## src/logic/cpu_pkg.sv

```systemverilog
package cpu_pkg;

    localparam int word_w     = 32;  // data and address width
    localparam int reg_addr_w = 5;   // gpr index

    // memory operation carried down from decode
    typedef enum logic [1:0] {
        NOP = 2'd0,
        LW  = 2'd1,  // word load
        SW  = 2'd2   // word store
    } mem_op_e;

    typedef enum logic [0:0] {
        EXP_NONE     = 1'b0,
        EXP_MISALIGN = 1'b1  // word access off a 4 byte boundary
    } mem_exp_e;

    typedef struct packed {
        logic                  en;        // slot holds a real instruction
        mem_op_e               op;
        logic [word_w-1:0]     addr;      // effective address from ex
        logic [word_w-1:0]     wr_data;   // store data
        logic [reg_addr_w-1:0] dst_addr;
        logic                  gpr_we;
    } ex_mem_t;

    typedef struct packed {
        logic                  en;
        logic [reg_addr_w-1:0] dst_addr;
        logic                  gpr_we;
        logic [word_w-1:0]     out;       // load result
        mem_exp_e              exp;
    } mem_wb_t;

endpackage
```

## src/logic/mem_reg.sv

```systemverilog
`timescale 1ns/1ps

module mem_reg (
    input  logic                       clk,
    input  logic                       rst,
    input  logic                       stall,       // hold
    input  logic                       flush,       // bubble
    input  logic                       miss_stall,  // bubble while the cache refills
    input  cpu_pkg::ex_mem_t           ex_mem,
    input  logic [cpu_pkg::word_w-1:0] out,
    input  cpu_pkg::mem_exp_e          exp,
    output cpu_pkg::mem_wb_t           mem_wb
);
    import cpu_pkg::*;

    always_ff @(posedge clk) begin
        if (rst) begin
            mem_wb <= '0;  // en and gpr_we low
        end else if (stall) begin
            mem_wb <= mem_wb;
        end else if (flush || miss_stall) begin
            mem_wb <= '0;
        end else begin
            mem_wb.en       <= ex_mem.en;
            mem_wb.dst_addr <= ex_mem.dst_addr;
            mem_wb.exp      <= exp;
            if (exp == EXP_MISALIGN) begin
                mem_wb.gpr_we <= 1'b0;  // no register write on exception
                mem_wb.out    <= '0;
            end else begin
                mem_wb.gpr_we <= ex_mem.gpr_we;
                mem_wb.out    <= out;
            end
        end
    end

endmodule

```

## config.mk

```make
export PLATFORM = sky130hd
export DESIGN_NAME = mem_reg
export DESIGN_NICKNAME = d
export VERILOG_FILES = /design/src/logic/cpu_pkg.sv /design/src/logic/mem_reg.sv
export SDC_FILE = /design/constraint.sdc
export NUM_CORES = 1
export LEC_CHECK = 0
export BUFFER_PORTS_ARGS = -buffer_cell sky130_fd_sc_hd__buf_2
export CAP_MARGIN = 5
export CORE_MARGIN = 2
export CORE_UTILIZATION = 36
export DETAILED_ROUTE_END_ITERATION = 10
export GPL_TIMING_DRIVEN = 0
export PLACE_DENSITY = 0.85
export SLEW_MARGIN = 20
export SYNTH_ARGS = -nofsm -noshare
export SYNTH_HDL_FRONTEND = slang
export SYNTH_SLANG_ARGS = --single-unit
export TNS_END_PERCENT = 100
```

## constraint.sdc

```tcl
create_clock -name clk -period 1.6 [get_ports clk]
set_clock_uncertainty 0.1 [all_clocks]
set_input_delay 0.24 -clock clk [delete_from_list [all_inputs] [get_ports clk]]
set_output_delay 0.24 -clock clk [all_outputs]
set_load 0.02 [all_outputs]
```

==> results <==
- The flow ran to the end, and the final reports show no timing, DRC or antenna violations.
- The critical path required time is 1.26 ns.
- The proportion of layout cells with a drive suffix above 1 is 70.4%.
- The register with the most flip-flops in the layout has 40 of them.
- The endpoint type of the worst setup path is an output port.
- The largest registers in the layout are mem_wb x40.
- The fraction of post-synthesis cell area in the top cell type by area is 59.9%.
- The root buffer selected by CTS is clkbuf_8.
- The antenna diode count is 0.
- Summing every instance area after synthesis gives 1340 um^2.
- The largest stage delay on the critical path is 0.35 ns.
- The global-route wire length before repair is 4940 um.
- TritonCTS built the clock tree.
- Post-CTS timing repair inserted 0 buffers for setup.
- The via count of the first global-routing pass is 1048.
- TritonCTS created 5 clock buffers.
- In the synthesized netlist the dominant register cell turns out to be dfxtp_1.
- Walking the worst path, the cells encountered are buf_2.
- The count of buffers added on input and output ports is 84.
- Setup repair after global routing left no endpoint under its margin.
- For the pin with the worst max-slew slack, the measured transition is 0.467 ns.
- The distinct cell type count after synthesis is 9.
- The hold-fix buffer count after cts is 0.
- The highest attainable clock frequency is 878 MHz.
- The minimum period implied by the final worst setup slack is 1.14 ns.
- In this run the remaining antenna-violating nets after routing total 0.
- Setup violations remaining at the end of the flow were counted as 0.
- After routing, the total negative slack on setup checks comes to 0 ns.
- The normalized max-slew margin is 68.8%.
- Counting flops with an async set or reset pin after synthesis yields a share of 0%.
- The total vias in the final route is 1171.
- The cell count after synthesis came out at 94.
- In the routed design, unresolved DRC markers number 0.
- The first detailed-routing pass ran for 3 iterations.
- The worst-skew pair later-pin latency is 0.28 ns.
- Counting along the longest clock path gives a buffer depth of 2.
- STA classifies the critical path startpoint as a flop.
- The maximum net fanout on the critical path is 2.
- The core box area is 3610 um^2.
- After clock tree synthesis, the clock-pin slew on the worst setup and hold paths is 0.07 ns.
- The congestion estimate from routability-driven global placement came to 0.654.
- Synthesis produced a netlist with a net count of 205.
- The biggest area contributor in the post-synthesis netlist is dfxtp_1.
- The number of endpoints with negative hold slack in the final report was 0.
- The number of rows in the core area is 22.
- For this design the static power due to leakage is 1.12 nW.
- In this run, the number of DRC markers left after iteration 0 of detailed routing was 39.
- In this run the count of I/O pins placed on the die edge is 151.
- By count the netlist is led by dfxtp_1, a32o_2, a22o_1, clkbuf_1, buf_6.
- The vertical extent of the die is 65.0 um.
- The worst supply voltage drop on vdd is 0.522 mV.
- The number of antenna violations at the first check in global routing is 0.
- On the critical path, the stage with the largest delay is an instance of dfxtp_1.
- The worst setup path is of the reg -> out kind.
- The pin count of the biggest net entering global routing is 13.
- Dividing the detail-routed via count by the number of cells gives 5.00.
- The kind of cell with the highest combined delay along the critical path is flip-flops.
- The overall fraction of global-route tracks in use is 15.6%.
- The number of sinks on the clock net is 40.
- Summing all multi-input logic gate instances after layout gives 460 um^2.
- The largest register by flop count is mem_wb.
- The tightest min-delay check is of the in -> reg type.
- The post-CTS resize count is 0.
- The average cell area after synthesis is 14.2 um^2.
- Wires add up to 3250 um.
- The overall overflow remaining after global route is 0.
- The average wire per standard cell is 13.9 um.
- Power spread over the standard cell area amounts to 1060 nW/um^2.
- After the last flow step, the layout net total stands at 296.
- In the finished design, the share of the clock period the worst path needs comes to 71.2%.
- The synthesized design contains 40 register bits.
- The number of max-slew violations in the final report is 0.
- The H-tree generated during clock tree synthesis spans 2 levels.
- The floorplan die width is 65.0 um.
- The post-synthesis to final-layout area growth is 45.4%.
- The count of maximum capacitance violations is 0.
- Fill cells in the final layout number 320.
- The worst hold slack is 0.0765 ns.
- Ranked by total cell area, the synthesized netlist is headed by dfxtp_1, a32o_2, a22o_1.
- The sequential fraction of the synthesis area is 59.9%.
- The synthesized design contains 0 enable-type register cells.
- The effective utilization at floorplan is 37.1%.
- The total buffers and inverters traversed by the critical path is 1.
- The most common cell in the synthesized netlist is dfxtp_1.
- The data arrival at the endpoint of the critical path is 0.80 ns.
- The post-DP HPWL is 2420 um.
- The Yosys step of the flow raised 0 warnings.
- Summing all flip-flop and latch instances after layout gives 801 um^2.
- The die covers 4220 um^2.
## final cells by class
cell class	count	share of cell area, %
buffer	11	3.73
tap	48	3.09
sequential	40	41.2
multi-input combinational	42	23.7
clock buffer	7	4.95
inverter	1	0.193
timing repair buffer	84	21.6
clock inverter	1	1.54
## layout by cell type, fill, tap and decap left out
master and count:
inv_1 1, dfxtp_1 40, a22o_1 7, buf_2 85, buf_6 4, nor2b_1 1, a32o_2 33, bufinv_16 1
nor4_4 1, clkbuf_8 7, clkbuf_1 6
## layer usage
metal  vias up  track usage [%]  share of wire (%)
met3         2             7.12                 12
met5         -                0                  0
li1        572                -                  -
met2        69             24.6                 42
met1       528             18.6                 46
met4         0             5.59               0.74
## final timing paths
kind               from         end  slack, ns  cells after the start
min           ex_mem[1]  mem_wb[34]       0.08                      2
max          mem_wb[30]  mem_wb[30]       0.46                      1
min reg2reg  mem_wb[31]  mem_wb[31]       0.37                      1
max reg2reg  mem_wb[30]  mem_wb[30]       0.84                      1
## power by group
group | internal (W) | leakage [nW] | switching [W] | total (W)
Sequential | 0.00101 | 0.323 | 0.00000798 | 0.00102
Combinational | 0.0000763 | 0.730 | 0.0000880 | 0.000164
Clock | 0.000550 | 0.0645 | 0.000326 | 0.000876
Total | 0.00164 | 1.12 | 0.000422 | 0.00206
## cell families after synthesis
group                  after synthesis  synth area share, %
DFF                                 40                 59.9
buffers and inverters               12                 5.71
AOI/OAI and AO/OA                   40                 32.4
and+or+nand+nor                      2                 2.06
## stage by stage
step	setup slack, ns	power, W	cell area [um^2]	utilization, %	std cells
after floorplan	0.482	0.00112	1340	-	94
after global placement	0.211	0.00120	1820	50.4	226
after detailed placement	0.213	0.00121	1820	50.4	226
after CTS	0.450	0.00208	1940	53.9	234
after global routing	0.413	0.00214	1940	53.9	234
final	0.461	0.00206	1940	53.9	234
Power figures use the tool's default switching activity.
