--- config.mk ---
export PLATFORM = sky130hd
export DESIGN_NAME = mem_access
export DESIGN_NICKNAME = d
export VERILOG_FILES = /design/src/logic/cpu_pkg.sv /design/src/logic/cache_pkg.sv /design/src/logic/mem_access.sv
export SDC_FILE = /design/constraint.sdc
export NUM_CORES = 1
export LEC_CHECK = 0
export ABC_AREA = 1
export BUFFER_PORTS_ARGS = -buffer_cell sky130_fd_sc_hd__buf_2
export CORE_AREA = 2 2 155 157
export DETAILED_ROUTE_END_ITERATION = 6
export DIE_AREA = 0 0 157 159
export PLACE_DENSITY = 0.44
export SLEW_MARGIN = 15
export SYNTH_ARGS = -nofsm -noshare
export SYNTH_HDL_FRONTEND = slang
export SYNTH_SLANG_ARGS = --single-unit
--- constraint.sdc ---
create_clock -name vclk -period 1.1
set_input_delay 0.165 -clock vclk [all_inputs]
set_output_delay 0.165 -clock vclk [all_outputs]
set_load 0.02 [all_outputs]
--- src/logic/cpu_pkg.sv ---
package cpu_pkg;

    localparam int word_w     = 32;  // data and address width
    localparam int reg_addr_w = 5;   // gpr index

    // memory operation carried down from decode
    typedef enum logic [1:0] {
        NOP = 2'd0,
        LW  = 2'd1,  // word load
        SW  = 2'd2   // word store
    } mem_op_e;

    typedef enum logic [0:0] {
        EXP_NONE     = 1'b0,
        EXP_MISALIGN = 1'b1  // word access off a 4 byte boundary
    } mem_exp_e;

    typedef struct packed {
        logic                  en;        // slot holds a real instruction
        mem_op_e               op;
        logic [word_w-1:0]     addr;      // effective address from ex
        logic [word_w-1:0]     wr_data;   // store data
        logic [reg_addr_w-1:0] dst_addr;
        logic                  gpr_we;
    } ex_mem_t;

    typedef struct packed {
        logic                  en;
        logic [reg_addr_w-1:0] dst_addr;
        logic                  gpr_we;
        logic [word_w-1:0]     out;       // load result
        mem_exp_e              exp;
    } mem_wb_t;

endpackage
--- src/logic/cache_pkg.sv ---
package cache_pkg;

    // geometry of the 2-way L1 data cache
    localparam int ways       = 2;
    localparam int index_w    = 8;                   // 256 sets
    localparam int sets       = 1 << index_w;
    localparam int offset_w   = 2;                   // word within line
    localparam int byte_off_w = 2;                   // byte within word
    localparam int line_off_w = offset_w + byte_off_w;
    localparam int tag_w      = 20;                  // addr[31:12]
    localparam int line_w     = 128;

    // address split: tag | index | word | byte
    //                31:12 | 11:4 | 3:2  | 1:0

    typedef logic [(1 << offset_w)-1:0][cpu_pkg::word_w-1:0] line_t;  // 4 words

    typedef struct packed {
        logic                       rw;    // 1 = write back to l2
        logic [cpu_pkg::word_w-1:0] addr;  // line aligned
        line_t                      line;  // victim data on a write
    } l2_req_t;

    typedef enum logic [1:0] {
        LOOKUP    = 2'd0,  // tag compare, serves hits
        WRITEBACK = 2'd1,  // dirty victim out to l2
        ALLOCATE  = 2'd2,  // line read request
        REFILL    = 2'd3   // fill buffer into the array
    } dc_state_e;

endpackage

--- src/logic/mem_access.sv ---
`timescale 1ns/1ps

module mem_access (
    input  cpu_pkg::ex_mem_t             ex_mem,
    input  logic                         hit,       // lookup hit from the fsm
    input  cache_pkg::line_t             hit_line,  // line of the hit way
    output logic                         access,    // valid aligned lw/sw
    output logic                         wr,
    output logic [cache_pkg::index_w-1:0] index,
    output logic [cache_pkg::tag_w-1:0]   tag,
    output logic [cache_pkg::offset_w-1:0] word_sel,
    output logic [cpu_pkg::word_w-1:0]    rd_word,
    output cache_pkg::line_t             st_line,
    output cpu_pkg::mem_exp_e            exp
);
    import cpu_pkg::*;
    import cache_pkg::*;

    logic mem_op;    // lw or sw in a live slot
    logic misalign;

    assign mem_op   = ex_mem.en && (ex_mem.op == LW || ex_mem.op == SW);
    assign misalign = |ex_mem.addr[byte_off_w-1:0];  // low bits must be zero
    assign access   = mem_op && !misalign;           // misaligned never reaches the cache
    assign wr       = (ex_mem.op == SW);

    // address split
    assign word_sel = ex_mem.addr[byte_off_w +: offset_w];
    assign index    = ex_mem.addr[line_off_w +: index_w];
    assign tag      = ex_mem.addr[line_off_w + index_w +: tag_w];

    assign exp = (mem_op && misalign) ? EXP_MISALIGN : EXP_NONE;

    // load word out of the hit line, zero otherwise
    assign rd_word = (hit && !wr) ? hit_line[word_sel] : '0;

    always_comb begin
        st_line           = hit_line;        // keep the other three words
        st_line[word_sel] = ex_mem.wr_data;  // merge the store word
    end

endmodule

==> metrics.md, run 1 <==
| Metric | Value |
|---|---|
| Worst hold slack | `0.330 ns` |
| Fmax | `753 MHz` |
| Worst setup EP type | `output pin` |
| ANT cells | `0` |
| DRT iter0 DRCs | `244` |
| Unrepaired setup endpoints after global routing | `yes` |
| First-pass GRT wire length | `29.9 mm` |
| Met1 WL | `9.21 mm` |
| CP max stage cell | `clkbuf_16` |
| Drt drc | `0` |
| Internal | `0.00180 W` |
| Period utilization | `121%` |
| CP top delay family | `buffers and inverters` |
| Final #Nets | `1,167` |
| Pin count of the biggest net entering global routing | `33` |
| Fraction of layout cells with a size suffix above 1 | `68.6%` |
| Hold crit path type | `in -> out` |
| Top Ports | `395` |
| Sequential fraction of the synthesis area | `0%` |
| Antenna Nets Post-Route | `0` |
| Rel. slew slack | `80.5%` |
| Final worst setup slack | `-0.228 ns` |
| Fin crit period | `1.33 ns` |
| Leak | `3.76 nW` |
| WL final | `22.1 mm` |
| Status | `finished, violations left` |
| Vias per cell | `4.31` |
| Crit-path cells | `buf_12 -> nor2_8 -> buf_12 -> buf_12 -> clkbuf_16 -> buf_4 -> a21oi_4 -> buf_6` |
| Syn Nets | `845` |
| Ys Warns | `0` |
| First-pass DRT Iterations | `4` |
| Register area | `0 µm²` |
| Crit Path Category | `in -> out` |
| Avg WL per Cell | `17.3 µm` |
| # setup viols final | `146` |
| Port bufs | `333` |
| Final Max Slew Viols | `0` |
| Clock buffers | `0` |
| Critical Path Most Common Cell | `buf_12` |
| CP startpoint kind | `input pin` |
| DIE WIDTH | `157 µm` |
| Vias | `5,519` |
| WL met2 | `11.2 mm` |
| Fin cells | `1,281` |
| Required time of the critical path | `0.94 ns` |
| CP arrival | `1.16 ns` |
| Slowest cell delay on critical path | `0.16 ns` |
| Peak supply drop | `206 µV` |
| Share of power burned in combinational logic | `100.0%` |
| Die Area | `0.0250 mm²` |
| Switching Share | `56.0%` |
| Net Sw Power | `0.00228 W` |
| GRT Total Usage | `15.2%` |
| Area delta synth->final | `148%` |
| Top Metal Used | `met5` |
| Worst-margin pin slew | `0.293 ns` |
| Syn Inst Count | `642` |
| Fill cells | `2,535` |
| CTS Hold Bufs | `0` |
| Most common cell after layout, fill and taps aside | `buf_2` |
| Max cap viols | `0` |
| # rows | `56` |
| Syn avg cell area | `4.72 µm²` |
| Met3 wire len | `1.29 mm` |
| Clock network fraction of design power | `0%` |
| Detailed placement HPWL | `15.6 mm` |
| Vias in the first global route | `5,102` |
| PwrDens | `544 mW/mm²` |
| Initial core utilization | `13.1%` |
| Failing checks | `negative setup slack` |
| Flop pwr share | `0%` |
| Synth cell types | `19` |
| Critical-path maximum fanout | `7` |
| Most frequent cells in the layout | `buf_2 (193), nand2_1 (127), nand3_1 (95)` |
| Placer Congestion | `0.824` |
| Grt total ovfl | `0` |
| # placed instances | `1,256` |
| Final Hold Fails | `0` |
| Initial antenna violation count | `1` |
| Synth Cell Area | `0.00303 mm²` |
| Core area | `0.0232 mm²` |
| CP Buf/Inv Count | `6` |
| Seq_cells | `0` |
| Die H | `159 µm` |
## power by group through the flow
stage                     Combinational (W)  Clock (W)  Sequential, W
final                               0.00408          0              0
after global routing                0.00435          0              0
after CTS                           0.00371          0              0
after detailed placement            0.00310          0              0
after global placement              0.00311          0              0
after floorplan                     0.00207          0              0
## cells in the mapped netlist
| master | count | area (µm²) |
|---|---|---|
| a21oi_1 | 32 | 160 |
| buf_2 | 25 | 125 |
| buf_4 | 33 | 248 |
| buf_6 | 16 | 180 |
| buf_8 | 2 | 30.0 |
| clkbuf_1 | 6 | 22.5 |
| clkbuf_2 | 1 | 5.00 |
| ha_1 | 1 | 12.5 |
| inv_1 | 35 | 131 |
| inv_2 | 2 | 7.51 |
| nand2_1 | 194 | 728 |
| nand2_2 | 1 | 6.26 |
| nand2_4 | 2 | 22.5 |
| nand3_1 | 96 | 480 |
| nor2_1 | 98 | 368 |
| nor2_8 | 1 | 20.0 |
| nor3_1 | 1 | 5.00 |
| o21ai_0 | 83 | 415 |
| o21ai_1 | 13 | 65.1 |
## final cells by class
class	instances	area (µm²)	area share [%]
inverters	37	149	1.98
multi-input cells	523	3470	46.2
well taps	319	399	5.32
repair buffers	402	3490	46.5
## worst paths after layout
check	from	to	slack [ns]	cells past startpoint
worst min-delay path	ex_mem[42]	index[0]	0.33	0
worst max-delay path	ex_mem[40]	st_line[20]	-0.23	8
## routing by layer
layer,vias to the layer above,global-route usage [%]
met1,2556,18.8
met5,-,0
li1,2700,-
met2,233,28.1
met3,28,1.93
met4,2,2.67
## timing repair
item                                    in CTS  in global routing
gates resized for setup                    270                159
pin swaps                                   21                 29
endpoints found under the setup margin     163                162
gates cloned                                 6                 10
buffers inserted                             8                  2
## stage by stage
stage          util, %  total power, W  setup WS (ns)  TNS [ns]  cell area, µm²
2_1_floorplan        -         0.00207         -0.140     -4.60            3720
3_3_place_gp      24.5         0.00311         -0.347    -40.00            5670
3_5_place_dp      24.5         0.00310         -0.371    -41.99            5670
4_1_cts           28.9         0.00371         -0.216    -18.57            6700
5_1_grt           32.4         0.00435         -0.263    -28.78            7510
6_report          32.4         0.00408         -0.228    -20.65            7510
## cell families after synthesis
kind of cell	Yosys count	share of synthesized area, %
AND/OR/NAND/NOR	393	53.8
AO/OA/AOI/OAI	128	21.1
buffers and inverters	120	24.7
adder cells (fa/ha/maj)	1	0.412
Note: power is estimated with default switching activity, not from simulation.
==> inputs of run 2 (changes only) <==
--- a/config.mk
+++ b/config.mk
@@ -7,10 +7,14 @@
 export LEC_CHECK = 0
 export ABC_AREA = 1
 export BUFFER_PORTS_ARGS = -buffer_cell sky130_fd_sc_hd__buf_2
-export CORE_AREA = 2 2 155 157
+export CAP_MARGIN = 0
+export CELL_PAD_IN_SITES_DETAIL_PLACEMENT = 0
+export CELL_PAD_IN_SITES_GLOBAL_PLACEMENT = 1
+export CORE_AREA = 2 2 154 156
 export DETAILED_ROUTE_END_ITERATION = 6
-export DIE_AREA = 0 0 157 159
-export PLACE_DENSITY = 0.44
+export DIE_AREA = 0 0 156 158
+export PLACE_DENSITY = 0.69
+export SKIP_LAST_GASP = 1
 export SLEW_MARGIN = 15
 export SYNTH_ARGS = -nofsm -noshare
 export SYNTH_HDL_FRONTEND = slang
==> run 2 against run 1 <==
  * The flow still finishes with violations (negative setup slack)
  * Final cell count decreased by 1.6%
  * Non-clock buffer count is 8 higher
  * Global-route usage rose by 0.64 points
  * Utilization shrank 0.80 points
  * Die area down 1.3%
  * Wire length down 3.3%
==> metrics.md, run 2 (synthesis results as in run 1) <==
| Metric | Value |
|---|---|
| Final worst setup slack | `-0.259 ns (-0.0311 ns)` |
| Vias per cell | `4.37 (+1.5%)` |
| Fin cells | `1,261 (-1.6%)` |
| Final Hold Fails | `0 (unchanged)` |
| First-pass GRT wire length | `30.4 mm (+1.4%)` |
| PwrDens | `543 mW/mm² (-0.21%)` |
| Flop pwr share | `0% (unchanged)` |
| WL final | `21.4 mm (-3.3%)` |
| Vias in the first global route | `5,244 (+2.8%)` |
| DIE WIDTH | `156 µm (-0.64%)` |
| Grt total ovfl | `0 (unchanged)` |
| Internal | `0.00171 W (-5.1%)` |
| Unrepaired setup endpoints after global routing | `yes` |
| GRT Total Usage | `15.8% (+0.64 points)` |
| # placed instances | `1,230 (-2.1%)` |
| Antenna Nets Post-Route | `0 (unchanged)` |
| Core area | `0.0231 mm² (-0.60%)` |
| Vias | `5,516 (-0.054%)` |
| # setup viols final | `142 (-2.7%)` |
| Initial core utilization | `13.2% (+0.079 points)` |
| Failing checks | `negative setup slack` |
| Rel. slew slack | `81.5% (+1.0 points)` |
| Seq_cells | `0 (unchanged)` |
| Max cap viols | `0 (unchanged)` |
| Critical Path Most Common Cell | `buf_12` |
| Share of power burned in combinational logic | `100.0% (about the same)` |
| Clock buffers | `0 (unchanged)` |
| Fin crit period | `1.36 ns (+0.0311 ns)` |
| Fmax | `736 MHz (-2.3%)` |
| Most frequent cells in the layout | `buf_2 (231), nand2_1 (154), nand3_1 (96)` |
| Initial antenna violation count | `2 (+1)` |
| Switching Share | `56.8% (+0.83 points)` |
| Dpl cell area | `0.00566 mm² (-0.29%)` |
| Port bufs | `333 (unchanged)` |
| Leak | `3.77 nW (+0.30%)` |
| Power consumption | `0.00395 W (-3.3%)` |
| Crit Path Category | `in -> out` |
| Die H | `158 µm (-0.63%)` |
| Area delta synth->final | `140%` |
| Required time of the critical path | `0.94 ns (about the same)` |
| Final #Nets | `1,175 (+0.69%)` |
| Register area | `0 µm² (unchanged)` |
| CP max stage cell | `nor2_8` |
| Hold crit path type | `in -> out` |
| CTS Hold Bufs | `0 (unchanged)` |
| Drt drc | `0 (unchanged)` |
| Pin count of the biggest net entering global routing | `36 (+9.1%)` |
| Detailed placement HPWL | `15.0 mm (-4.1%)` |
| Most common cell after layout, fill and taps aside | `buf_2` |
| Crit-path cells | `buf_12 -> nor2_8 -> buf_12 -> buf_12 -> buf_16 -> nor2_4 -> a21oi_2 -> buf_4` |
| CP startpoint kind | `input pin` |
| Fraction of layout cells with a size suffix above 1 | `66.1% (-2.5 points)` |
| Avg WL per Cell | `17.0 µm (-1.8%)` |
| Worst-margin pin slew | `0.276 ns (-0.0163 ns)` |
| Critical-path maximum fanout | `5 (-2)` |
| Placer Congestion | `0.860 (+4.4%)` |
| Clock network fraction of design power | `0% (unchanged)` |
| Slowest cell delay on critical path | `0.17 ns (about the same)` |
| Worst hold slack | `0.330 ns (-0.00000100 ns)` |
| Period utilization | `124% (+2.8 points)` |
| CP arrival | `1.19 ns (+0.03 ns)` |
| DRT iter0 DRCs | `296 (+21%)` |
| Post-route cell area | `0.00728 mm² (-3.1%)` |
| # rows | `56 (unchanged)` |
| Die Area | `0.0246 mm² (-1.3%)` |
| Final Max Slew Viols | `0 (unchanged)` |
| Setup_tns | `-20.58 ns (+0.0679 ns)` |
| Top Ports | `395 (unchanged)` |
| First-pass DRT Iterations | `4 (unchanged)` |
| Net Sw Power | `0.00224 W (-1.8%)` |
| Peak supply drop | `255 µV (+24%)` |
| Worst setup EP type | `output pin` |
| Status | `finished, violations left` |
==> run 2: changes by cell type in the layout (fill, tap and decap cells not counted), moves of 11 or more <==
cell,delta
nand2_2,-26
buf_6,-31
buf_2,+38
nor2_4,+12
nand2_1,+27
nor2_2,-11
==> run 2: power groups by stage <==
stage / clock network [W] / registers (W) / logic [W]
2_1_floorplan: 0 / 0 / 0.00207
3_3_place_gp: 0 / 0 / 0.00311
3_5_place_dp: 0 / 0 / 0.00310
4_1_cts: 0 / 0 / 0.00373
5_1_grt: 0 / 0 / 0.00422
6_report: 0.000000000122 / 0 / 0.00395
==> run 2: final timing paths <==
kind | startpoint | endpoint | slack (ns) | depth (start not counted)
worst max-delay path | ex_mem[40] | st_line[5] | -0.26 | 8
worst min-delay path | ex_mem[47] | index[5] | 0.33 | 0
==> run 2: through the flow <==
stage               worst slack, ns  util (%)
floorplan                    -0.140         -
global placement             -0.371      24.5
CTS                          -0.243      29.4
detailed placement           -0.362      24.5
finish                       -0.259      31.6
global route                 -0.310      31.6
==> run 2: cell type report <==
type,instances,area [µm²]
fill,2528,15800
tap,290,363
inverter,37,146
multi-input combinational,523,3410
timing repair buffer,410,3360
antenna,1,2.50
==> run 2: critical path, delay by kind of cell <==
family | cells | cell delay [ns]
and+or+nand+nor | 2 | 0.20
buffers and inverters | 5 | 0.67
AOI/OAI and AO/OA | 1 | 0.15
==> run 2: layer usage <==
metal	GRT usage [%]	part of all wire [%]	routed length (µm)	up-vias
li1	-	-	-	2725
met3	2.41	6.7	1430	34
met2	27.7	48	10400	244
met1	20.6	43	9170	2511
met4	3.19	2.1	439	2
met5	0	0.037	8	-
==> run 2: timing repair <==
item | 4_1_cts | 5_1_grt
buffers inserted | 13 | 1
hold endpoints to repair | 0 | 0
pin swaps | 12 | 34
gates resized for setup | 190 | 140
gates cloned | 15 | 2
endpoints found under the setup margin | 163 | 162
==> inputs of run 3 (changes only) <==
--- a/config.mk
+++ b/config.mk
@@ -13,6 +13,7 @@
 export CORE_AREA = 2 2 154 156
 export DETAILED_ROUTE_END_ITERATION = 6
 export DIE_AREA = 0 0 156 158
+export MAX_ROUTING_LAYER = met4
 export PLACE_DENSITY = 0.69
 export SKIP_LAST_GASP = 1
 export SLEW_MARGIN = 15
==> run 3 against run 2 <==
  * Clock-buffer cell count stayed put
  * The run still ends with negative setup slack left
  * Final cell count rose by 0.79%
  * Global-route usage up 0.43 points
  * Total power grew 6.2%
  * Largest cell class is now buffers
  * Via count is 3.4% higher
  * Non-clock buffer count up 7
  * Worst setup slack got worse by 0.0086 ns
  * Die area is the same
==> metrics.md, run 3 (synthesis results as in run 1) <==
| Metric | Value |
|---|---|
| Fmax | `731 MHz (-0.63%)` |
| Final core utilization | `33.2% (+1.6 points)` |
| Grt total ovfl | `0 (unchanged)` |
| Rel. slew slack | `82.2% (+0.68 points)` |
| Most common cell after layout, fill and taps aside | `buf_2` |
| CP startpoint kind | `input pin` |
| Unrepaired setup endpoints after global routing | `yes` |
| Seq_cells | `0 (unchanged)` |
| Required time of the critical path | `0.94 ns (about the same)` |
| Drt drc | `0 (unchanged)` |
| First-pass DRT Iterations | `5 (+1)` |
| Worst setup EP type | `output pin` |
| Critical Path Most Common Cell | `buf_12` |
| Max cap viols | `0 (unchanged)` |
| # placed instances | `1,230 (unchanged)` |
| Final worst setup slack | `-0.268 ns (-0.00862 ns)` |
| Die H | `158 µm (unchanged)` |
| Vias | `5,706 (+3.4%)` |
| Critical-path maximum fanout | `6 (+1)` |
| Most frequent cells in the layout | `buf_2 (196), nand2_1 (151), nand3_1 (95)` |
| DIE WIDTH | `156 µm (unchanged)` |
| Port bufs | `333 (unchanged)` |
| Register area | `0 µm² (unchanged)` |
| CP Buf/Inv Count | `5 (unchanged)` |
| Die Area | `0.0246 mm² (unchanged)` |
| Fin cells | `1,271 (+0.79%)` |
| Clock buffers | `0 (unchanged)` |
| Peak supply drop | `274 µV (+7.2%)` |
| Antenna Nets Post-Route | `0 (unchanged)` |
| CP top delay family | `buffers and inverters` |
| Status | `finished, violations left` |
| Power consumption | `0.00419 W (+6.2%)` |
| Initial antenna violation count | `3 (+1)` |
| DRT iter0 DRCs | `286 (-3.4%)` |
| Final Hold Fails | `0 (unchanged)` |
| Fin crit period | `1.37 ns (+0.00862 ns)` |
| PwrDens | `548 mW/mm² (+0.98%)` |
| Slowest cell delay on critical path | `0.17 ns (about the same)` |
| Vias per cell | `4.49 (+2.6%)` |
| Final Max Slew Viols | `0 (unchanged)` |
| Core area | `0.0231 mm² (unchanged)` |
| Failing checks | `negative setup slack` |
| Hold crit path type | `in -> out` |
| Leak | `3.91 nW (+3.7%)` |
| GRT Total Usage | `16.2% (+0.43 points)` |
| Vias in the first global route | `5,250 (+0.11%)` |
| Avg WL per Cell | `18.3 µm (+8.1%)` |
| Fraction of layout cells with a size suffix above 1 | `66.7% (+0.58 points)` |
| Initial core utilization | `13.2% (unchanged)` |
| Period utilization | `124% (+0.78 points)` |
| # setup viols final | `148 (+4.2%)` |
| Pin count of the biggest net entering global routing | `36 (unchanged)` |
| Detailed placement HPWL | `15.0 mm (unchanged)` |
| Worst-margin pin slew | `0.266 ns (-0.0101 ns)` |
| Crit-path cells | `buf_12 -> nor2_8 -> buf_12 -> buf_12 -> buf_16 -> nor2_4 -> a21oi_2 -> buf_4` |
| CP max stage cell | `nor2_8` |
| WL final | `23.3 mm (+9.0%)` |
| Crit Path Category | `in -> out` |
| Top Ports | `395 (unchanged)` |
| First-pass GRT wire length | `30.3 mm (-0.18%)` |
| Placer Congestion | `0.874 (+1.6%)` |
| Area delta synth->final | `152%` |
| Worst hold slack | `0.330 ns (unchanged)` |
| # rows | `56 (unchanged)` |
| Final #Nets | `1,183 (+0.68%)` |
| CP arrival | `1.20 ns (about the same)` |
==> run 3: changes by cell type in the layout (fill, tap and decap cells not counted), sizes merged <==
| cell | previous run | this run |
|---|---|---|
| clkbuf | 2 | 6 |
| diode | 1 | 3 |
| nand2 | 198 | 199 |
| buf | 406 | 409 |
==> run 3: per-stage QoR <==
stage / worst slack [ns] / setup TNS (ns) / area [µm²]
floorplan: -0.140 / -4.60 / 3720
global placement: -0.371 / -39.27 / 5660
detailed placement: -0.362 / -40.94 / 5660
CTS: -0.243 / -22.04 / 6770
global route: -0.302 / -27.63 / 7650
finish: -0.268 / -19.51 / 7650
==> run 3: layer usage <==
metal / GRT usage, % / part of all wire (%) / routed length (µm) / up-vias
met3: 1.62 / 6.6 / 1530 / 34
met2: 27.8 / 49 / 11300 / 279
met5: - / 0 / 0 / -
li1: - / - / - / 2745
met4: 3.15 / 2.1 / 491 / 0
met1: 20.9 / 43 / 9980 / 2648
==> run 3: final timing paths <==
path                       start    endpoint  depth (start not counted)  slack [ns]
worst max-delay path  ex_mem[40]  st_line[5]                          8       -0.27
worst min-delay path  ex_mem[47]    index[5]                          0        0.33
==> run 3: what timing repair did <==
item,in CTS,in global routing
pin swaps,12,38
gates cloned,15,10
buffers inserted,13,2
setup endpoints to repair,163,162
endpoints found under the hold margin,0,0
hold buffers,0,0
gates resized for setup,190,210
==> run 3: power breakdown <==
part,internal [W],total (W),switching (W)
Clock,0.000000000273,0.000000000273,0
Sequential,0,0,0
Combinational,0.00186,0.00419,0.00233
==> run 3: cell type report <==
type | count | area (µm²)
Fill cell | 2489 | 15400
Timing Repair Buffer | 417 | 3680
Multi-Input combinational cell | 524 | 3450
Tap cell | 290 | 363
Inverter | 37 | 154
Antenna cell | 3 | 7.51
