## src/logic/cpu_pkg.sv

```systemverilog
package cpu_pkg;

    localparam int word_w     = 32;  // data and address width
    localparam int reg_addr_w = 5;   // gpr index

    // memory operation carried down from decode
    typedef enum logic [1:0] {
        NOP = 2'd0,
        LW  = 2'd1,  // word load
        SW  = 2'd2   // word store
    } mem_op_e;

    typedef enum logic [0:0] {
        EXP_NONE     = 1'b0,
        EXP_MISALIGN = 1'b1  // word access off a 4 byte boundary
    } mem_exp_e;

    typedef struct packed {
        logic                  en;        // slot holds a real instruction
        mem_op_e               op;
        logic [word_w-1:0]     addr;      // effective address from ex
        logic [word_w-1:0]     wr_data;   // store data
        logic [reg_addr_w-1:0] dst_addr;
        logic                  gpr_we;
    } ex_mem_t;

    typedef struct packed {
        logic                  en;
        logic [reg_addr_w-1:0] dst_addr;
        logic                  gpr_we;
        logic [word_w-1:0]     out;       // load result
        mem_exp_e              exp;
    } mem_wb_t;

endpackage
```

## src/logic/cache_pkg.sv

```systemverilog
package cache_pkg;

    // geometry of the 2-way L1 data cache
    localparam int ways       = 2;
    localparam int index_w    = 8;                   // 256 sets
    localparam int sets       = 1 << index_w;
    localparam int offset_w   = 2;                   // word within line
    localparam int byte_off_w = 2;                   // byte within word
    localparam int line_off_w = offset_w + byte_off_w;
    localparam int tag_w      = 20;                  // addr[31:12]
    localparam int line_w     = 128;

    // address split: tag | index | word | byte
    //                31:12 | 11:4 | 3:2  | 1:0

    typedef logic [(1 << offset_w)-1:0][cpu_pkg::word_w-1:0] line_t;  // 4 words

    typedef struct packed {
        logic                       rw;    // 1 = write back to l2
        logic [cpu_pkg::word_w-1:0] addr;  // line aligned
        line_t                      line;  // victim data on a write
    } l2_req_t;

    typedef enum logic [1:0] {
        LOOKUP    = 2'd0,  // tag compare, serves hits
        WRITEBACK = 2'd1,  // dirty victim out to l2
        ALLOCATE  = 2'd2,  // line read request
        REFILL    = 2'd3   // fill buffer into the array
    } dc_state_e;

endpackage

```

## src/logic/dcache_fsm.sv

```systemverilog
`timescale 1ns/1ps

module dcache_fsm (
    input  logic                                             clk,
    input  logic                                             rst,
    input  logic                                             access,
    input  logic                                             wr,
    input  logic [cache_pkg::index_w-1:0]                    index,
    input  logic [cache_pkg::tag_w-1:0]                      tag,
    input  cache_pkg::line_t                                 st_line,     // merged store line
    input  logic [cache_pkg::ways-1:0][cache_pkg::tag_w-1:0] way_tag,
    input  logic [cache_pkg::ways-1:0]                       way_valid,
    input  logic [cache_pkg::ways-1:0]                       way_dirty,
    input  cache_pkg::line_t [cache_pkg::ways-1:0]           way_line,
    input  logic                                             lru,         // way to replace next
    input  logic                                             l2_rdy,      // one cycle strobe
    input  cache_pkg::line_t                                 l2_rd_line,
    output logic                                             hit,
    output cache_pkg::line_t                                 hit_line,
    output logic                                             miss_stall,
    output logic [cache_pkg::ways-1:0]                       line_we,
    output cache_pkg::line_t                                 wr_line,
    output logic [cache_pkg::tag_w-1:0]                      wr_tag,
    output logic                                             wr_dirty,
    output logic                                             lru_we,
    output logic                                             lru_wd,
    output logic                                             drq,
    output cache_pkg::l2_req_t                               l2_req
);
    import cache_pkg::*;

    dc_state_e        state;
    dc_state_e        state_nxt;
    logic [ways-1:0]  way_hit;
    logic             hit_way;
    logic             miss;
    logic             victim;     // way chosen at the lookup miss
    logic             gap;        // forces drq low after a transfer
    line_t            fill_line;  // refill buffer

    // tag compare
    always_comb begin
        for (int w = 0; w < ways; w++) begin
            way_hit[w] = way_valid[w] && (way_tag[w] == tag);
        end
    end

    assign hit_way    = way_hit[1];  // 2 ways only
    assign hit_line   = way_line[hit_way];
    assign hit        = access && (state == LOOKUP) && |way_hit;
    assign miss       = access && (state == LOOKUP) && !(|way_hit);
    assign miss_stall = miss || (state != LOOKUP);  // comb in the lookup cycle

    always_comb begin
        state_nxt = state;
        case (state)
            LOOKUP: begin
                if (miss) begin
                    // only a valid dirty victim needs writing back
                    state_nxt = (way_valid[lru] && way_dirty[lru]) ? WRITEBACK : ALLOCATE;
                end
            end
            WRITEBACK: if (drq && l2_rdy) state_nxt = ALLOCATE;
            ALLOCATE:  if (drq && l2_rdy) state_nxt = REFILL;
            REFILL:    state_nxt = LOOKUP;  // held access hits next cycle
            default:   state_nxt = LOOKUP;
        endcase
    end

    always_ff @(posedge clk) begin
        if (rst) begin
            state <= LOOKUP;
            gap   <= 1'b0;
        end else begin
            state <= state_nxt;
            gap   <= drq && l2_rdy;
        end
    end

    always_ff @(posedge clk) begin
        if (miss) begin
            victim <= lru;
        end
        if (state == ALLOCATE && l2_rdy) begin
            fill_line <= l2_rd_line;  // only valid in the rdy cycle
        end
    end

    // level request, low for one cycle after each rdy
    assign drq = (state == WRITEBACK || state == ALLOCATE) && !gap;

    always_comb begin
        l2_req.rw   = (state == WRITEBACK);
        l2_req.addr = {tag, index, {line_off_w{1'b0}}};                  // refill address
        if (state == WRITEBACK) begin
            l2_req.addr = {way_tag[victim], index, {line_off_w{1'b0}}};  // victim address
        end
        l2_req.line = way_line[victim];
    end

    // array write strobes
    always_comb begin
        line_we  = '0;
        wr_line  = st_line;
        wr_tag   = tag;
        wr_dirty = 1'b1;      // store hit marks the line dirty
        lru_we   = 1'b0;
        lru_wd   = ~hit_way;  // point at the other way
        if (state == REFILL) begin
            line_we[victim] = 1'b1;
            wr_line         = fill_line;
            wr_dirty        = 1'b0;  // clean after refill
        end else if (hit) begin
            line_we[hit_way] = wr;
            lru_we           = 1'b1;
        end
    end

endmodule

```

## config.mk

```make
export PLATFORM = sky130hd
export DESIGN_NAME = dcache_fsm
export DESIGN_NICKNAME = d
export VERILOG_FILES = /design/src/logic/cpu_pkg.sv /design/src/logic/cache_pkg.sv /design/src/logic/dcache_fsm.sv
export SDC_FILE = /design/constraint.sdc
export NUM_CORES = 1
export LEC_CHECK = 0
export BUFFER_PORTS_ARGS = -buffer_cell sky130_fd_sc_hd__clkbuf_2
export CORE_AREA = 8 8 399 401
export DETAILED_ROUTE_END_ITERATION = 6
export DIE_AREA = 0 0 407 409
export PLACE_DENSITY_LB_ADDON = 0.08
export SYNTH_ARGS = -nofsm -noshare
export SYNTH_HDL_FRONTEND = slang
export SYNTH_SLANG_ARGS = --single-unit
```

## constraint.sdc

```tcl
create_clock -name clk -period 5.4 [get_ports clk]
set_clock_uncertainty 0.15 [all_clocks]
set_input_delay 0.27 -clock clk [delete_from_list [all_inputs] [get_ports clk]]
set_output_delay 0.27 -clock clk [all_outputs]
set_load 0.02 [all_outputs]
```

==> metrics, run 1 <==
outcome=finished, final reports clean; CTS Buffer Depth=2; Hold Path Depth=4; Cell variety after synth=40; worst setup path start=tag[7]; Worst Reg-to-Reg Cells=4; Seq. cell area=3934 sq um; CTS resizes=0; Reg-to-Reg End=fill_line[105]; Die X=407 um; RSZ-0062 raised after global routing=false; Avg Inst Size Synth=9.751 sq um; placed wire-length estimate=87100 um; nature of the critical path endpoint=output port; initial core utilization=6.623%; Rel. slew slack=30.52%; crit share post-route=67.38%; worst reg-to-reg setup slack=2790 ps; die area=166500 sq um; ys flop type=edfxtp_1; number of global-route vias before repair=13680; Total GRT Usage=11.15%; GR Overflow Total=0; CTS H-tree depth=4; met1 Use GR=11.64%; remaining antenna violation count=0; MaxCap Viol Count=0; sequential element share of the synthesized area=38.83%; Core Region=153000 sq um; Remaining DRCs=0; Hold Crit Class=input pin to flop; # port buffers=1014; Slew Viols, Final=0; drt first pass iters=4; first-pass GRT wire length=126700 um; number of setup buffers added after CTS=0; Least-Margin Pin Slew=1042 ps; Mapped Cells=1039; largest net degree at the start of global routing=130; clk sinks=132; CTS root buffer=clkbuf_16; hold_buf cts=131; final WL=98240 um; global route hottest layer=met2; Worst Path Arrival=3220 ps; Clock transition at path regs=70 ps; nets=2714; routed vias=12630; synthesized area=10130 sq um; RePlAce Congestion=0.8899; CP Class=input pin to output port; end of the worst hold path=state[1]; LEAKAGE=8.814 nW; Via density=3.005; final setup vio count=0; share of layout cells above drive strength 1=61.73%; Layout area overhead=89.97%; setup_tns=0 ps; per-cell routed wire length=23.37 um; P per Cell Area=258.9 nW/um^2; io pins=1035; hold_sp=way_valid[0]; Fin. Hold Viols=0; total power draw=4.983 mW; GRT met3 Usage=4.345%; Post-synth ARST share=0%; fmax=274.8 MHz; FF-to-FF Start=state[0]; Startpoint Class=input pin; final hold slack=272.3 ps; fill count=17800; worst endpoint required time=4980 ps; synth warn=0; initial antenna violation count=78; die height=409 um; Post-synth EDFFs=129; peak supply drop=0.0002475 V; total area of multi-input combinational cells=5495 sq um; number of CTS-inserted buffers=17; Period minus WS final=3639 ps; critical-path maximum fanout=82; row cnt=144; #FFs+latches synth=132; clock latency on the worst-skew pair=490 ps; Iter 0 DRT Violations=635; met2 usage=20.95%; TritonCTS clock tree=yes
-- placed cells by master, fill, tap and decap left out, types with 6 or more instances in the layout --
cell,count
nand3_1,7
dlygate4sd3_1,131
clkbuf_2,1014
diode_2,27
clkbuf_16,17
mux2i_1,20
nand4_1,11
xor2_1,7
xnor2_1,33
buf_4,6
nor2_1,24
edfxtp_1,129
mux2_2,256
a21oi_1,20
nand2_1,391
-- cell usage after synthesis (all sizes together) (3+ instances only) --
cell	n	area share (%)
nand2	391	14
mux2	256	28
edfxtp	129	38
buf	69	6.0
xnor2	33	2.9
clkbuf	29	1.1
nor2	24	0.89
a21oi	20	0.99
mux2i	20	2.0
nand4	11	0.68
nand3	7	0.35
xor2	7	0.61
ha	5	0.62
inv	5	0.19
nor4	5	0.31
dfxtp	3	0.59
-- layout make-up --
type	count	share of cell area, %
multi-input cells	807	28.55
inverters	5	0.09752
flip-flops and latches	132	20.44
clock inverters	15	1.125
clock buffers	17	2.210
repair buffers	1156	33.94
diodes	27	0.3511
well taps	2044	13.29
-- sequential cells by signal (all words and copies together), names as in the netlist --
signal / flops
victim: 1
gap: 1
fill_line: 128
state: 2
-- worst max-delay path by stage --
stage	end	slack (ps)	cells after the start
finish	hit_line[22]	1760	9
global route	hit_line[22]	1550	9
CTS	miss_stall	1730	9
detailed placement	miss_stall	1750	9
global placement	miss_stall	1670	9
floorplan	fill_line[0]	1190	3
-- kinds of logic after synthesis --
logic type	count (synthesis)	synth area share [%]
buf+inv	103	7.213
xor+xnor	40	3.458
simple gates	450	17.55
compound gates	32	1.865
other cells	1	0.03702
mux	276	30.43
flops	132	38.83
fa+ha+maj	5	0.6175
-- metrics by stage --
stage          util, %  worst slack [ps]  cells  cell area [sq um]
6_report         12.58              1761   4203              19250
5_1_grt          12.56              1546   4187              19210
3_5_place_dp     11.26              1747   4013              17230
2_1_floorplan        -              1192   1042              10140
4_1_cts          12.54              1728   4176              19180
3_3_place_gp     11.26              1672   4013              17230
-- routing by layer --
metal | up-vias | wire (um)
met5 | - | 177
met4 | 26 | 1936
met3 | 152 | 9118
met2 | 760 | 50930
met1 | 5933 | 36080
li1 | 5758 | -
-- power breakdown --
group / internal, mW / total (mW) / switching, mW
clock: 0.785 / 1.36 / 0.577
sequential: 1.32 / 1.39 / 0.0723
combinational: 0.834 / 2.23 / 1.40
total: 2.94 / 4.98 / 2.05
-- worst max-delay path, stage by stage --
cell and delay, ps:
clkbuf_2 150, xnor2_1 310, nand4_1 140, nor4_1 460
and4_4 770, buf_12 420, nand2_1 100, nand2_1 90
clkbuf_2 270
Note: power is estimated with default switching activity, not from simulation.
==> run 2, diff against run 1 <==
==> constraint.sdc (replaced) <==
create_clock -name clk -period 3.6 [get_ports clk]
set_clock_uncertainty 0.15 [all_clocks]
set_input_delay 0.18 -clock clk [delete_from_list [all_inputs] [get_ports clk]]
set_output_delay 0.18 -clock clk [all_outputs]
set_load 0.02 [all_outputs]
==> run 2 against run 1 <==
  * Register-to-register slack worse by 1600 ps
  * Non-clock buffer count is 13 higher
  * Routed wire length is 0.25% higher
  * Final cell count is 0.26% higher
  * Worst setup slack worse by 1000 ps
  * Sequential share of layout area hardly changed
  * Critical path type unchanged
  * Die area stayed put
  * Sequential cell count stayed put
  * First-iteration DRC count is 12% higher
  * Worst hold slack worse by 180 ps
  * Sequential power is 50% higher
==> metrics, run 2 (same netlist as run 1, synthesis figures left out) <==
outcome=finished, final reports clean; drt first pass iters=5 (+1); setup_tns=0 ps (unchanged); number of setup buffers added after CTS=0 (unchanged); total power draw=7.244 mW (+45%); CP peak stage delay=370 ps (-400 ps); P_int=4.210 mW (+43%); nature of the critical path endpoint=output port; Startpoint Class=input pin; Slowest cell on crit path=nand2_1; die height=409 um (unchanged); routed vias=12700 (+0.55%); CTS H-tree depth=4 (unchanged); worst endpoint required time=3270 ps (-1710 ps); Via density=3.013 (+0.28%); P per Cell Area=375.5 nW/um^2 (+45%); crit-path leading delay family=simple AND/OR/NAND/NOR gates; largest reg by FF count=fill_line; most frequent cells in the layout=clkbuf_2, nand2_1, mux2_2; clock latency on the worst-skew pair=480 ps (about the same); area of placed instances=17350 sq um (+0.71%); MaxCap Viol Count=0 (unchanged); part of the power in registers=28.7% (+0.8 points); placed wire-length estimate=87960 um (+0.99%); row cnt=144 (unchanged); Switching Share=41.89% (+0.80 points); initial core utilization=6.623% (unchanged); number of CTS-inserted buffers=17 (unchanged); first-pass GRT wire length=127400 um (+0.58%); Comb pwr share=46.4% (+1.6 points); Slew Viols, Final=0 (unchanged); critical path, cell by cell=clkbuf_2, xnor2_1, nand4_1, nor4_1, nand4_1, buf_12, nand2_1, nand2_1, clkbuf_2; TritonCTS clock tree=yes; Remaining DRCs=0 (unchanged); crit share post-route=80.04%; remaining antenna violation count=0 (unchanged); Clock transition at path regs=70 ps (about the same); GR Overflow Total=0 (unchanged); initial antenna violation count=81 (+3.8%); die area=166500 sq um (unchanged); number of global-route vias before repair=13910 (+1.7%); fmax=347.0 MHz; peak supply drop=0.0003533 V (+43%); post-layout util=12.61% (+0.030 points); per-cell routed wire length=23.37 um (about the same); Fin. Hold Viols=0 (unchanged); io pins=1035 (unchanged); Finished Layout Cells=4214 (+0.26%); Die X=407 um (unchanged); Iter 0 DRT Violations=714 (+12%); CTS Buffer Depth=2 (unchanged); Layout area overhead=90.43%; top flop regs=fill_line: 128 flops, state: 2 flops; RePlAce Congestion=0.9928 (+12%); most common cell after layout, fill and taps aside=clkbuf_2; nets=2727 (+0.48%); clk sinks=132 (unchanged); Period minus WS final=2881 ps; largest net degree at the start of global routing=130 (unchanged); fill count=17720 (-0.42%); Least-Margin Pin Slew=949.4 ps (-92.84 ps); Total GRT Usage=11.13% (-0.017 points); placed insts=4026 (+0.32%); Core Region=153000 sq um (unchanged); CTS root buffer=clkbuf_16; Hold Crit Class=input pin to flop; share of layout cells above drive strength 1=61.94% (+0.21 points); # port buffers=1014 (unchanged); CP Class=input pin to output port; Clk pwr share=24.9% (-2.4 points); Worst Path Arrival=2550 ps (-670 ps); post-route cell area=19290 sq um (+0.24%); final setup vio count=0 (unchanged); buffer and inverter count on the worst path=3 (unchanged); critical-path maximum fanout=129 (+57%); final WL=98490 um (+0.25%); LEAKAGE=8.842 nW (+0.32%); Largest register FFs=128 (unchanged); Rel. slew slack=36.71% (+6.2 points); RSZ-0062 raised after global routing=false; Sw Pwr=3.035 mW (+48%)
-- run 2: changes by cell type in the layout (fill, tap and decap cells not counted), moves of 2 or more --
cell        previous run  this run
buf_4                  6        17
clkinvlp_4             1         5
bufinv_16              4         1
buf_12                 5         7
-- run 2: per-stage QoR --
step                hold slack [ps]  setup slack [ps]
floorplan                     102.4             813.7
detailed placement            208.7             689.4
CTS                           20.71             626.4
global placement              210.0             675.9
finish                        97.08             718.5
global route                  94.14             547.8
-- run 2: layer usage --
metal	part of all wire (%)	up-vias	wire length (um)	global-route usage, %
li1	-	5782	-	-
met1	34	5951	33800	10.91
met4	2.8	40	2732	2.981
met5	0.27	-	261	0
met3	11	162	10510	5.016
met2	52	763	51190	20.97
-- run 2: worst paths after layout --
kind         cells past startpoint             to  slack, ps     start
max                              9  hit_line[109]        720   tag[13]
min                              3         victim        100    access
max reg2reg                      6       state[1]       1240  state[1]
min reg2reg                      2       state[1]        540  state[1]
-- run 2: worst min-delay path: stages --
cell and delay [ps]:
clkbuf_2 110, nand2_1 180, nor2_1 80
-- run 2: power groups by stage --
stage                     sequential (mW)  clock [mW]  combinational (mW)
after floorplan                      2.04           0                1.78
after global placement               2.13           0                3.35
after detailed placement             2.11           0                3.32
after CTS                            2.09        1.94                3.46
after global routing                 2.11        1.97                3.61
final                                2.08        1.80                3.36
-- run 2: repair_timing --
item | in CTS | in global routing
hold buffers | 131 | 0
resized for setup | 0 | 0
endpoints found under the hold margin | 132 | 0
-- run 2: final cells by class --
cell class | count | area, sq um | share of cell area, %
Inverter | 5 | 18.77 | 0.09728
Multi-Input combinational cell | 807 | 5495 | 28.48
Clock buffer | 17 | 425.4 | 2.205
Clock inverter | 14 | 142.6 | 0.7393
Timing Repair Buffer | 1169 | 6654 | 34.49
Tap cell | 2044 | 2557 | 13.26
Antenna cell | 26 | 65.06 | 0.3372
Sequential cell | 132 | 3934 | 20.39
==> run 3, diff against run 2 <==
==> constraint.sdc (replaced) <==
create_clock -name clk -period 2.4 [get_ports clk]
set_clock_uncertainty 0.15 [all_clocks]
set_input_delay 0.12 -clock clk [delete_from_list [all_inputs] [get_ports clk]]
set_output_delay 0.12 -clock clk [all_outputs]
set_load 0.02 [all_outputs]
==> run 3 against run 2 <==
  * The flow now finishes with violations (negative setup slack)
  * Sequential share of layout area decreased by 2.1 points
  * Sequential cell count unchanged
  * Critical path depth increased by 3
  * First-iteration DRC count decreased by 23%
  * Critical endpoint is now hit_line[72]
  * Largest cell class unchanged
  * Largest power group unchanged
==> metrics, run 3 (same netlist as run 1, synthesis figures left out) <==
# port buffers=1014 (unchanged); nets=2826 (+3.6%); P per Cell Area=548.5 nW/um^2 (+46%); final setup vio count=1 (+1); Iter 0 DRT Violations=549 (-23%); Slew Viols, Final=0 (unchanged); largest reg by FF count=fill_line; LEAKAGE=9.955 nW (+13%); Period minus WS final=2413 ps; Slowest cell on crit path=nor4_2; GR Overflow Total=0 (unchanged); die area=166500 sq um (unchanged); clk sinks=132 (unchanged); total area of multi-input combinational cells=5893 sq um (+7.2%); outcome=complete, but fails checks; CTS Buffer Depth=2 (unchanged); number of CTS-inserted buffers=17 (unchanged); post-layout util=14.11% (+1.5 points); initial core utilization=6.623% (unchanged); drt first pass iters=5 (unchanged); TritonCTS clock tree=yes; nature of the critical path endpoint=output port; CP peak stage delay=330 ps (-40 ps); placed wire-length estimate=91640 um (+4.2%); CTS root buffer=clkbuf_16; placed insts=4091 (+1.6%); Finished Layout Cells=4311 (+2.3%); final WL=106500 um (+8.2%); final hold slack=90.01 ps (-7.071 ps); critical-path maximum fanout=19 (-85%); worst reg-to-reg setup slack=290 ps (-950 ps); CTS H-tree depth=4 (unchanged); violated checks=negative setup slack; setup_tns=-12.74 ps (-12.74 ps); number of global-route vias before repair=14460 (+4.0%); CP Class=input pin to output port; critical path, cell by cell=clkbuf_2, xnor2_2, buf_4, nand4_1, nor4_2, nand4_1, buf_4, buf_12, buf_16, nand2_2, nand2_4, clkbuf_4; remaining antenna violation count=0 (unchanged); largest net degree at the start of global routing=32 (-75%); Final WS setup=-12.74 ps (-731.3 ps); peak supply drop=0.0004308 V (+22%); RSZ-0062 raised after global routing=true; fmax=414.5 MHz; Fin. Hold Viols=0 (unchanged); per-cell routed wire length=24.71 um (+5.7%); most frequent cells in the layout=clkbuf_2, nand2_1, mux2_2; post-route cell area=21590 sq um (+12%); buffer and inverter count on the worst path=6 (+3); clock latency on the worst-skew pair=480 ps (about the same); Startpoint Class=input pin; worst endpoint required time=2130 ps (-1140 ps); crit share post-route=100.5%; MaxCap Viol Count=0 (unchanged); total power draw=11.84 mW (+63%); Worst Path Arrival=2140 ps (-410 ps); share of layout cells above drive strength 1=65.15% (+3.2 points); Via density=3.066 (+1.8%); Seq. cell area=3941 sq um (+0.19%); Remaining DRCs=0 (unchanged); crit-path leading delay family=buffers and inverters; top flop regs=fill_line: 128 flops, state: 2 flops; Post-Place Worst Slack=-172.9 ps (-862.4 ps); row cnt=144 (unchanged); Total GRT Usage=11.84% (+0.71 points); most common cell after layout, fill and taps aside=clkbuf_2; Layout area overhead=113.1%; Hold Crit Class=input pin to output port; io pins=1035 (unchanged); Largest register FFs=128 (unchanged); routed vias=13220 (+4.1%); fill count=17530 (-1.1%); RePlAce Congestion=0.9129 (-8.0%); area of placed instances=17930 sq um (+3.3%); die height=409 um (unchanged); first-pass GRT wire length=134400 um (+5.5%); Core Region=153000 sq um (unchanged); Die X=407 um (unchanged); initial antenna violation count=89 (+9.9%)
run 3: changes by cell type in the layout (fill, tap and decap cells not counted), moves of 13 or more:
cell,previous run,this run
buf_4,17,79
clkbuf_2,1014,909
buf_2,0,16
buf_8,0,18
mux2_4,0,48
clkbuf_8,0,17
buf_6,0,37
mux2_2,256,208
buf_16,0,13
clkbuf_4,0,24
xnor2_1,33,20
run 3: final cells by class:
type	instances	share of cell area [%]
Clock buffer	18	1.988
Sequential cell	132	18.26
Inverter	5	0.08693
Clock inverter	14	0.9215
Antenna cell	23	0.2666
Tap cell	2044	11.85
Timing Repair Buffer	1268	39.34
Multi-Input combinational cell	807	27.30
run 3: where the power goes:
part | internal, mW | switching [mW] | leakage (nW) | total [mW]
logic | 2.41 | 3.35 | 8.45 | 5.76
registers | 2.96 | 0.147 | 1.20 | 3.11
clock network | 1.75 | 1.22 | 0.306 | 2.98
run 3: metal layers:
metal | wire length, um | global-route usage, % | vias up | part of all wire, %
met4 | 3293 | 2.553 | 44 | 3.1
met3 | 10760 | 5.172 | 192 | 10
met2 | 55990 | 22.78 | 814 | 53
li1 | - | - | 5988 | -
met1 | 36200 | 11.56 | 6181 | 34
met5 | 276 | 0 | - | 0.26
run 3: final timing paths:
check | startpoint | endpoint | depth (start not counted)
max | way_tag[24] | hit_line[72] | 12
min | index[6] | l2_req[138] | 0
max reg2reg | state[1] | state[0] | 6
min reg2reg | state[1] | state[1] | 2
run 3: repair_timing:
item	4_1_cts	5_1_grt
pin swaps	16	8
buffers inserted	11	7
resized for setup	174	171
hold buffers	132	0
endpoints found under the setup margin	214	143
cloned	10	7
hold endpoints to repair	133	0
run 3: worst reg2reg max path: cells and delay by family, from the launching register on:
| kind | cells | cell delay, ps |
|---|---|---|
| AOI/OAI and AO/OA | 3 | 640 |
| DFF | 1 | 380 |
| buffers and inverters | 1 | 100 |
| and+or+nand+nor | 1 | 500 |
| adders and majority gates | 1 | 260 |
